`src/verilog/issue_pkg.sv`:
```
`default_nettype none

package issue_pkg;

  // Issue buffer geometry.
  localparam int buffer_depth = 8;
  localparam int count_width = $clog2(buffer_depth + 1);
  localparam int ptr_width = $clog2(buffer_depth);

  // RV32 major opcodes seen by the predecoder.
  typedef enum logic [6:0] {
    opc_load     = 7'b0000011,
    opc_misc_mem = 7'b0001111,
    opc_op_imm   = 7'b0010011,
    opc_auipc    = 7'b0010111,
    opc_store    = 7'b0100011,
    opc_op       = 7'b0110011,
    opc_lui      = 7'b0110111,
    opc_branch   = 7'b1100011,
    opc_jalr     = 7'b1100111,
    opc_jal      = 7'b1101111,
    opc_system   = 7'b1110011
  } opcode_e;

  // System also covers fence, CSR access and illegal words.
  typedef enum logic [2:0] {
    cls_alu,
    cls_branch,
    cls_jump,
    cls_upper,
    cls_load,
    cls_store,
    cls_muldiv,
    cls_system
  } op_class_e;

  typedef struct packed {
    logic [31:0] word;
    op_class_e   cls;
    logic [4:0]  rd;
    logic [4:0]  rs1;
    logic [4:0]  rs2;
    logic        wren;
    logic        rden1;
    logic        rden2;
  } issue_op_t;

  typedef struct packed {
    logic        valid;
    logic [31:0] word;
  } fetch_slot_t;

  typedef struct packed {
    logic      valid;
    issue_op_t op;
  } issue_slot_t;

  // Classes that may ride in the younger lane.
  function automatic logic is_basic(op_class_e cls);
    logic basic;
    case (cls)
      cls_alu,
      cls_branch,
      cls_jump,
      cls_upper: basic = 1'b1;
      default:   basic = 1'b0;
    endcase
    return basic;
  endfunction

endpackage

`default_nettype wire

```
`src/verilog/instr_predecode.sv`:
```
`timescale 1ns/10ps
`default_nettype none

module instr_predecode (
  input  issue_pkg::fetch_slot_t slot,
  output issue_pkg::issue_slot_t op
);
  import issue_pkg::*;

  logic [6:0] opcode;
  logic [2:0] funct3;
  logic [6:0] funct7;
  logic       shift_ok;
  op_class_e  cls;
  logic       has_rd;
  logic       has_rs1;
  logic       has_rs2;

  assign opcode = slot.word[6:0];
  assign funct3 = slot.word[14:12];
  assign funct7 = slot.word[31:25];

  // Shift immediates only allow the srai variant of funct7.
  assign shift_ok = (funct3 == 3'b001) ? (funct7 == 7'b0000000) :
                    (funct3 == 3'b101) ? (funct7 == 7'b0000000 || funct7 == 7'b0100000) :
                    1'b1;

  always_comb begin
    cls = cls_system;
    has_rd = 1'b0;
    has_rs1 = 1'b0;
    has_rs2 = 1'b0;
    case (opcode)
      opc_op: begin
        if (funct7 == 7'b0000001) begin
          cls = cls_muldiv;
          {has_rd, has_rs1, has_rs2} = 3'b111;
        end else if (funct7 == 7'b0000000 ||
                     (funct7 == 7'b0100000 && (funct3 == 3'b000 || funct3 == 3'b101))) begin
          cls = cls_alu;
          {has_rd, has_rs1, has_rs2} = 3'b111;
        end
      end
      opc_op_imm: begin
        if (shift_ok) begin
          cls = cls_alu;
          {has_rd, has_rs1} = 2'b11;
        end
      end
      opc_lui, opc_auipc: begin
        cls = cls_upper;
        has_rd = 1'b1;
      end
      opc_jal: begin
        cls = cls_jump;
        has_rd = 1'b1;
      end
      opc_jalr: begin
        if (funct3 == 3'b000) begin
          cls = cls_jump;
          {has_rd, has_rs1} = 2'b11;
        end
      end
      opc_branch: begin
        if (funct3 != 3'b010 && funct3 != 3'b011) begin
          cls = cls_branch;
          {has_rs1, has_rs2} = 2'b11;
        end
      end
      opc_load: begin
        if (funct3 != 3'b011 && funct3 != 3'b110 && funct3 != 3'b111) begin
          cls = cls_load;
          {has_rd, has_rs1} = 2'b11;
        end
      end
      opc_store: begin
        if (funct3 == 3'b000 || funct3 == 3'b001 || funct3 == 3'b010) begin
          cls = cls_store;
          {has_rs1, has_rs2} = 2'b11;
        end
      end
      opc_system: begin
        // CSR access; funct3 0 is ecall, ebreak, mret or wfi.
        if (funct3 != 3'b000 && funct3 != 3'b100) begin
          has_rd = 1'b1;
          has_rs1 = ~funct3[2];
        end
      end
      default: begin
        // Fence and illegal words keep the system class.
        cls = cls_system;
      end
    endcase
  end

  assign op.valid = slot.valid;
  assign op.op.word = slot.word;
  assign op.op.cls = cls;
  assign op.op.rd = slot.word[11:7];
  assign op.op.rs1 = slot.word[19:15];
  assign op.op.rs2 = slot.word[24:20];
  assign op.op.wren = has_rd && (slot.word[11:7] != 5'd0);
  assign op.op.rden1 = has_rs1 && (slot.word[19:15] != 5'd0);
  assign op.op.rden2 = has_rs2 && (slot.word[24:20] != 5'd0);

  // Only a known major opcode may leave the system class.
  a_class_legal: assert property (@(slot)
    (slot.valid && op.op.cls != cls_system) |->
      opcode inside {opc_load, opc_op_imm, opc_auipc, opc_store, opc_op,
                     opc_lui, opc_branch, opc_jalr, opc_jal});

endmodule

`default_nettype wire

```
`src/verilog/issue_buffer.sv`:
```
`timescale 1ns/10ps
`default_nettype none

module issue_buffer (
  input  logic                  clock,
  input  logic                  reset,
  input  logic                  flush,
  input  issue_pkg::issue_slot_t in0,
  input  issue_pkg::issue_slot_t in1,
  output logic                  in_ready,
  output issue_pkg::issue_slot_t lane0,
  output issue_pkg::issue_slot_t lane1,
  input  logic                  issue_ready
);
  import issue_pkg::*;

  issue_op_t              mem [buffer_depth];
  logic [ptr_width-1:0]   rd_ptr;
  logic [ptr_width-1:0]   wr_ptr;
  logic [count_width-1:0] count;

  logic                   acc0;
  logic                   acc1;
  logic [1:0]             num_in;
  logic [count_width-1:0] avail;
  issue_op_t              rec0;
  issue_op_t              rec1;
  logic                   raw;
  logic                   pair_ok;
  logic                   valid0;
  logic                   valid1;
  logic [1:0]             consumed;
  logic [count_width-1:0] count_next;
  logic                   in_ready_next;

  // Slot1 only comes with slot0, so acceptance is in order.
  assign acc0 = in0.valid && in_ready && !flush;
  assign acc1 = in1.valid && in_ready && !flush;
  assign num_in = {1'b0, acc0} + {1'b0, acc1};

  // Incoming records count as available in the same cycle.
  assign avail = count + count_width'(num_in);

  // Oldest two records, from storage or straight from the inputs.
  always_comb begin
    if (count != '0) begin
      rec0 = mem[rd_ptr];
    end else begin
      rec0 = in0.op;
    end
    if (count >= count_width'(2)) begin
      rec1 = mem[rd_ptr + ptr_width'(1)];
    end else if (count == count_width'(1)) begin
      rec1 = in0.op;
    end else begin
      rec1 = in1.op;
    end
  end

  // Younger lane must not read what the older lane writes.
  assign raw = rec0.wren &&
               ((rec1.rden1 && rec1.rs1 == rec0.rd) ||
                (rec1.rden2 && rec1.rs2 == rec0.rd));
  assign pair_ok = is_basic(rec1.cls) && !raw;

  assign valid0 = !flush && (avail >= count_width'(1));
  assign valid1 = !flush && (avail >= count_width'(2)) && pair_ok;

  assign lane0.valid = valid0;
  assign lane0.op = rec0;
  assign lane1.valid = valid1;
  assign lane1.op = rec1;

  assign consumed = issue_ready ? ({1'b0, valid0} + {1'b0, valid1}) : 2'd0;
  assign count_next = avail - count_width'(consumed);

  // Leave room for a full pair on the next accept.
  assign in_ready_next = count_next <= count_width'(buffer_depth - 2);

  always_ff @(posedge clock) begin
    if (acc0) begin
      mem[wr_ptr] <= in0.op;
    end
    if (acc1) begin
      mem[wr_ptr + ptr_width'(1)] <= in1.op;
    end
  end

  always_ff @(posedge clock) begin
    if (!reset) begin
      rd_ptr <= '0;
      wr_ptr <= '0;
      count <= '0;
      in_ready <= 1'b1;
    end else if (flush) begin
      rd_ptr <= '0;
      wr_ptr <= '0;
      count <= '0;
      in_ready <= 1'b1;
    end else begin
      rd_ptr <= rd_ptr + ptr_width'(consumed);
      wr_ptr <= wr_ptr + ptr_width'(num_in);
      count <= count_next;
      in_ready <= in_ready_next;
    end
  end

  // An accepted pair always finds free entries.
  a_no_accept_stalled: assert property (@(posedge clock) disable iff (!reset)
    (acc0 || acc1) |-> count <= count_width'(buffer_depth - 2));

  a_count_bound: assert property (@(posedge clock) disable iff (!reset)
    count <= count_width'(buffer_depth));

  a_lane_order: assert property (@(posedge clock) disable iff (!reset)
    lane1.valid |-> lane0.valid);

endmodule

`default_nettype wire

```
`src/verilog/issue_top.sv`:
```
`timescale 1ns/10ps
`default_nettype none

module issue_top (
  input  logic                   clock,
  input  logic                   reset,
  input  logic                   flush,
  input  issue_pkg::fetch_slot_t slot0,
  input  issue_pkg::fetch_slot_t slot1,
  output logic                   in_ready,
  output issue_pkg::issue_slot_t lane0,
  output issue_pkg::issue_slot_t lane1,
  input  logic                   issue_ready
);
  import issue_pkg::*;

  // Decoded records, one per fetch slot.
  issue_slot_t pre0;
  issue_slot_t pre1;

  instr_predecode i_predecode0 (
    .slot (slot0),
    .op   (pre0)
  );

  instr_predecode i_predecode1 (
    .slot (slot1),
    .op   (pre1)
  );

  issue_buffer i_issue_buffer (
    .clock       (clock),
    .reset       (reset),
    .flush       (flush),
    .in0         (pre0),
    .in1         (pre1),
    .in_ready    (in_ready),
    .lane0       (lane0),
    .lane1       (lane1),
    .issue_ready (issue_ready)
  );

endmodule

`default_nettype wire

```
`config.mk`:
```
export PLATFORM = sky130hd
export DESIGN_NAME = issue_top
export DESIGN_NICKNAME = d
export VERILOG_FILES = /design/src/verilog/issue_pkg.sv /design/src/verilog/instr_predecode.sv /design/src/verilog/issue_buffer.sv /design/src/verilog/issue_top.sv
export SDC_FILE = /design/constraint.sdc
export NUM_CORES = 1
export LEC_CHECK = 0
export BUFFER_PORTS_ARGS = -buffer_cell sky130_fd_sc_hd__buf_2
export CAP_MARGIN = 20
export CORE_ASPECT_RATIO = 0.6
export CORE_MARGIN = 2
export CORE_UTILIZATION = 61
export DETAILED_ROUTE_END_ITERATION = 7
export GPL_ROUTABILITY_DRIVEN = 1
export PLACE_DENSITY = 0.84
export SLEW_MARGIN = 10
export SYNTH_ARGS = -nofsm -noshare
export SYNTH_HDL_FRONTEND = slang
export SYNTH_SLANG_ARGS = --single-unit
```
`constraint.sdc`:
```
create_clock -name clock -period 5.4 [get_ports clock]
set_input_delay 0.81 -clock clock [delete_from_list [all_inputs] [get_ports clock]]
set_output_delay 0.81 -clock clock [all_outputs]
set_load 0.05 [all_outputs]
```
==> results.py <==
metrics = {
    "detailed_routing": {
        "vias": 16000,
        "first_pass_iters": 8,
        "wl_met2_um": 29200,
        "top_layer_used": "met4",
        "met3_length_um": 10600,
        "wl_per_cell_um": 31.4,
        "antenna_left": 0,
        "m1WireLength_um": 24400,
        "viasPerCell": 7.44,
        "drt_iter0_drc": 2763,
        "drt_drc_violations_left": 0,
        "wirelength_um": 67400,
    },
    "logic_synthesis": {
        "synth_top_cell_area_share": 0.436,
        "synth_edf_count": 304,
        "syn_nets": 1706,
        "synth_mux_area_frac": 0.328,
        "synthCells": 1622,
        "synthFlopType": "edfxtp_1",
        "synth_adder_area_share": 0.00981,
        "ys_types": 86,
        "synth-async-reset-ratio": 0,
        "synth_top_family_by_area": "multiplexers",
        "ys_seq_area_frac": 0.447,
        "yosys.area_share.simple": 0.0873,
        "synth.area.top_cells": "edfxtp_1 (44%), mux4_2 (15%), mux2_2 (13%)",
        "netlist_area_um2": 20900,
        "synth_compound_area_frac": 0.0690,
        "synthXorXnorAreaFrac": 0.00796,
        "yosysWarnings": 0,
        "synth-seq-cells": 315,
        "yosysTopAreaCell": "edfxtp_1",
        "syn_area_per_cell_um2": 12.9,
    },
    "clocking": {
        "cts_resized": 0,
        "postCtsSetupRepairBufs": 0,
        "clk_pin_slew_worst_paths_ns": 0.06,
        "cts_max_level": 1,
        "cts_made_buffers": 31,
        "cts_tree": "done",
        "root_buffer": "clkbuf_16",
        "clockBufferDepth": 3,
        "cts_hold_buf": 0,
        "clkSinkCount": 315,
        "clk_latency_ns": 0.60,
    },
    "sta": {
        "setup_viol": 0,
        "rsz0062_at_grt": "no",
        "timing.slew.headroom": 0.342,
        "worstMarginPinSlew_ns": 0.984,
        "period_minus_slack_ns": 5.21,
        "drv_slew": 0,
        "fmaxAchievable_ghz": 0.192,
        "hold_viol_final": 0,
        "hold_slack_ns": 0.645,
        "post-route-period-util": 0.965,
        "fin_tns_setup_ns": 0,
        "fin_skew_ns": 0.0122,
        "setup_ws_ns": 0.189,
    },
    "pwr": {
        "p_clk_frac": 0.296,
        "p_seq_frac": 0.367,
        "p_leak_nw": 7.60,
        "ir_drop_uv": 300,
        "internal_power_mw": 4.73,
        "finalPower_mw": 7.64,
        "p_per_area_nw_per_um2": 334,
        "pwr-share-comb": 0.337,
        "switching_share": 0.381,
        "p_sw_mw": 2.92,
    },
    "setup_path": {
        "crit_family": "buffers and inverters",
        "path_buf_inv": 3,
        "startpoint_type": "flip-flop",
        "critical_path_arrival_ns": 4.40,
        "worstPathRequired_ns": 4.59,
        "cp-end-kind": "output port",
        "criticalPathCategory": "reg2out",
        "path_cells": "buf_4, buf_4, mux4_2, mux2i_1, nor2_1, a31oi_1, nor4_2, a211oi_2, buf_2",
        "path_common_cell": "buf_4",
        "slowest_delay_ns": 0.67,
        "slowest_stage": "dfxtp_4",
        "path_max_fanout": 37,
    },
    "floorplanning": {
        "die_area_um2": 35800,
        "design.core.area_um2": 33800,
        "die-height_um": 147,
        "start_util": 0.619,
        "io_pins": 179,
        "core.rowCount": 52,
        "die_w_um": 243,
    },
    "layout": {
        "final_util": 0.678,
        "nNetsFinal": 1742,
        "drive_above_1_share": 0.411,
        "syn2layout_area_growth_pct": 9.43,
    },
    "place": {
        "dp_slack_ns": 0.543,
        "gp_congestion": 0.959,
        "io_buffers": 178,
        "dpl.hpwl_um": 40600,
    },
    "grt": {
        "antenna_found_initial": 5,
        "grt_pass1_vias": 15700,
        "grt_start_max_net_pins": 51,
        "track_usage": 0.373,
        "grt-ovfl-total": 0,
        "grt_pass1_wl_um": 99100,
    },
    "min_path": {
        "hp-class": "in2reg",
    },
    "job": {
        "cap_viol_max_count": 0,
    },
    "status": {
        "status": "complete, no violations",
    },
}
-- worst paths after layout --
path / from / to / slack (ns) / cells after the start
setup / recovery: i_issue_buffer.rd_ptr[0]$_SDFF_PP0_ / lane1[53] / 0.19 / 9
hold / removal: flush / i_issue_buffer.count[2]$_SDFF_PP0_ / 0.65 / 3
setup reg to reg: i_issue_buffer.rd_ptr[0]$_SDFF_PP0_ / i_issue_buffer.count[2]$_SDFF_PP0_ / 0.41 / 15
hold reg to reg: i_issue_buffer.wr_ptr[1]$_SDFF_PP0_ / i_issue_buffer.wr_ptr[1]$_SDFF_PP0_ / 0.68 / 3
-- area by class of cell --
type	count	area [µm²]
diodes	6	15.0
clock buffers	42	817
clock inverters	13	190
fillers	2341	10900
inverters	18	67.6
multi-input cells	1073	10700
flip-flops and latches	315	9360
well taps	459	574
repair buffers	219	1210
-- worst min-delay path, stage by stage --
cell	delay, ns
buf_2	0.13
nor2b_1	0.10
and2_1	0.15
-- power groups by stage --
| stage | clock (mW) | combinational (mW) | sequential, mW |
|---|---|---|---|
| after floorplan | 0 | 1.96 | 2.84 |
| after global placement | 0 | 2.47 | 2.85 |
| after detailed placement | 0 | 2.51 | 2.85 |
| after CTS | 2.26 | 2.52 | 2.80 |
| after global routing | 2.34 | 2.65 | 2.81 |
| final | 2.27 | 2.57 | 2.80 |
-- per-layer routing --
metal,vias up,global-route usage
li1,6359,-
met1,7839,0.516
met2,1461,0.541
met3,296,0.125
met4,0,0.164
met5,-,0
-- flip-flops by register name, indices dropped and copies added, names as in the netlist --
name and cells:
i_issue_buffer.count 4, i_issue_buffer.in_ready 1, i_issue_buffer.mem 304, i_issue_buffer.rd_ptr 3
i_issue_buffer.wr_ptr 3
-- logic make-up after synthesis --
family                     after synthesis
AOI/OAI and AO/OA                      213
and+or+nand+nor                        356
xor gates and xnor gates                16
adders and majority gates               14
DFF                                    315
muxes                                  474
buffers and inverters                  234
-- cell usage after synthesis, drive strengths merged, types with 4 or more instances --
library cell / count
mux2: 242
o21ai: 42
nor2b: 20
inv: 18
a21o: 6
ha: 10
xnor2: 7
nand4b: 4
nand2b: 8
a31oi: 28
nand3: 24
and3: 5
mux2i: 89
o211ai: 5
o31ai: 7
nor3b: 14
or3: 6
nor4b: 4
or4: 5
a211oi: 34
a22oi: 4
clkbuf: 130
buf: 86
nand3b: 10
xor2: 9
o21bai: 4
dfxtp: 11
and2: 27
edfxtp: 304
or2: 5
nor3: 26
mux4: 143
o41ai: 4
nor2: 69
nand4: 5
nand2: 113
fa: 4
a21oi: 49
-- layout by cell type, fill, tap and decap left out, drive strengths merged, types with 6 or more instances in the layout --
| master | count |
|---|---|
| dfxtp | 11 |
| edfxtp | 304 |
| nor2b | 20 |
| nor3b | 14 |
| and2 | 27 |
| a21o | 6 |
| ha | 10 |
| inv | 19 |
| nand3b | 10 |
| xor2 | 9 |
| a21oi | 49 |
| a211oi | 34 |
| o31ai | 7 |
| xnor2 | 7 |
| o21ai | 42 |
| buf | 218 |
| or3 | 6 |
| mux4 | 143 |
| clkinv | 7 |
| diode | 6 |
| mux2 | 242 |
| clkbuf | 43 |
| nand2b | 8 |
| nor2 | 69 |
| a31oi | 28 |
| mux2i | 89 |
| nand3 | 24 |
| nor3 | 26 |
| nand2 | 113 |
-- metrics by stage --
stage               instances  cell area, µm²
finish                   2145           22900
global route             2144           22900
CTS                      2138           22900
detailed placement       2083           21900
global placement         2083           21900
floorplan                1622           20900
Power figures use the tool's default switching activity.
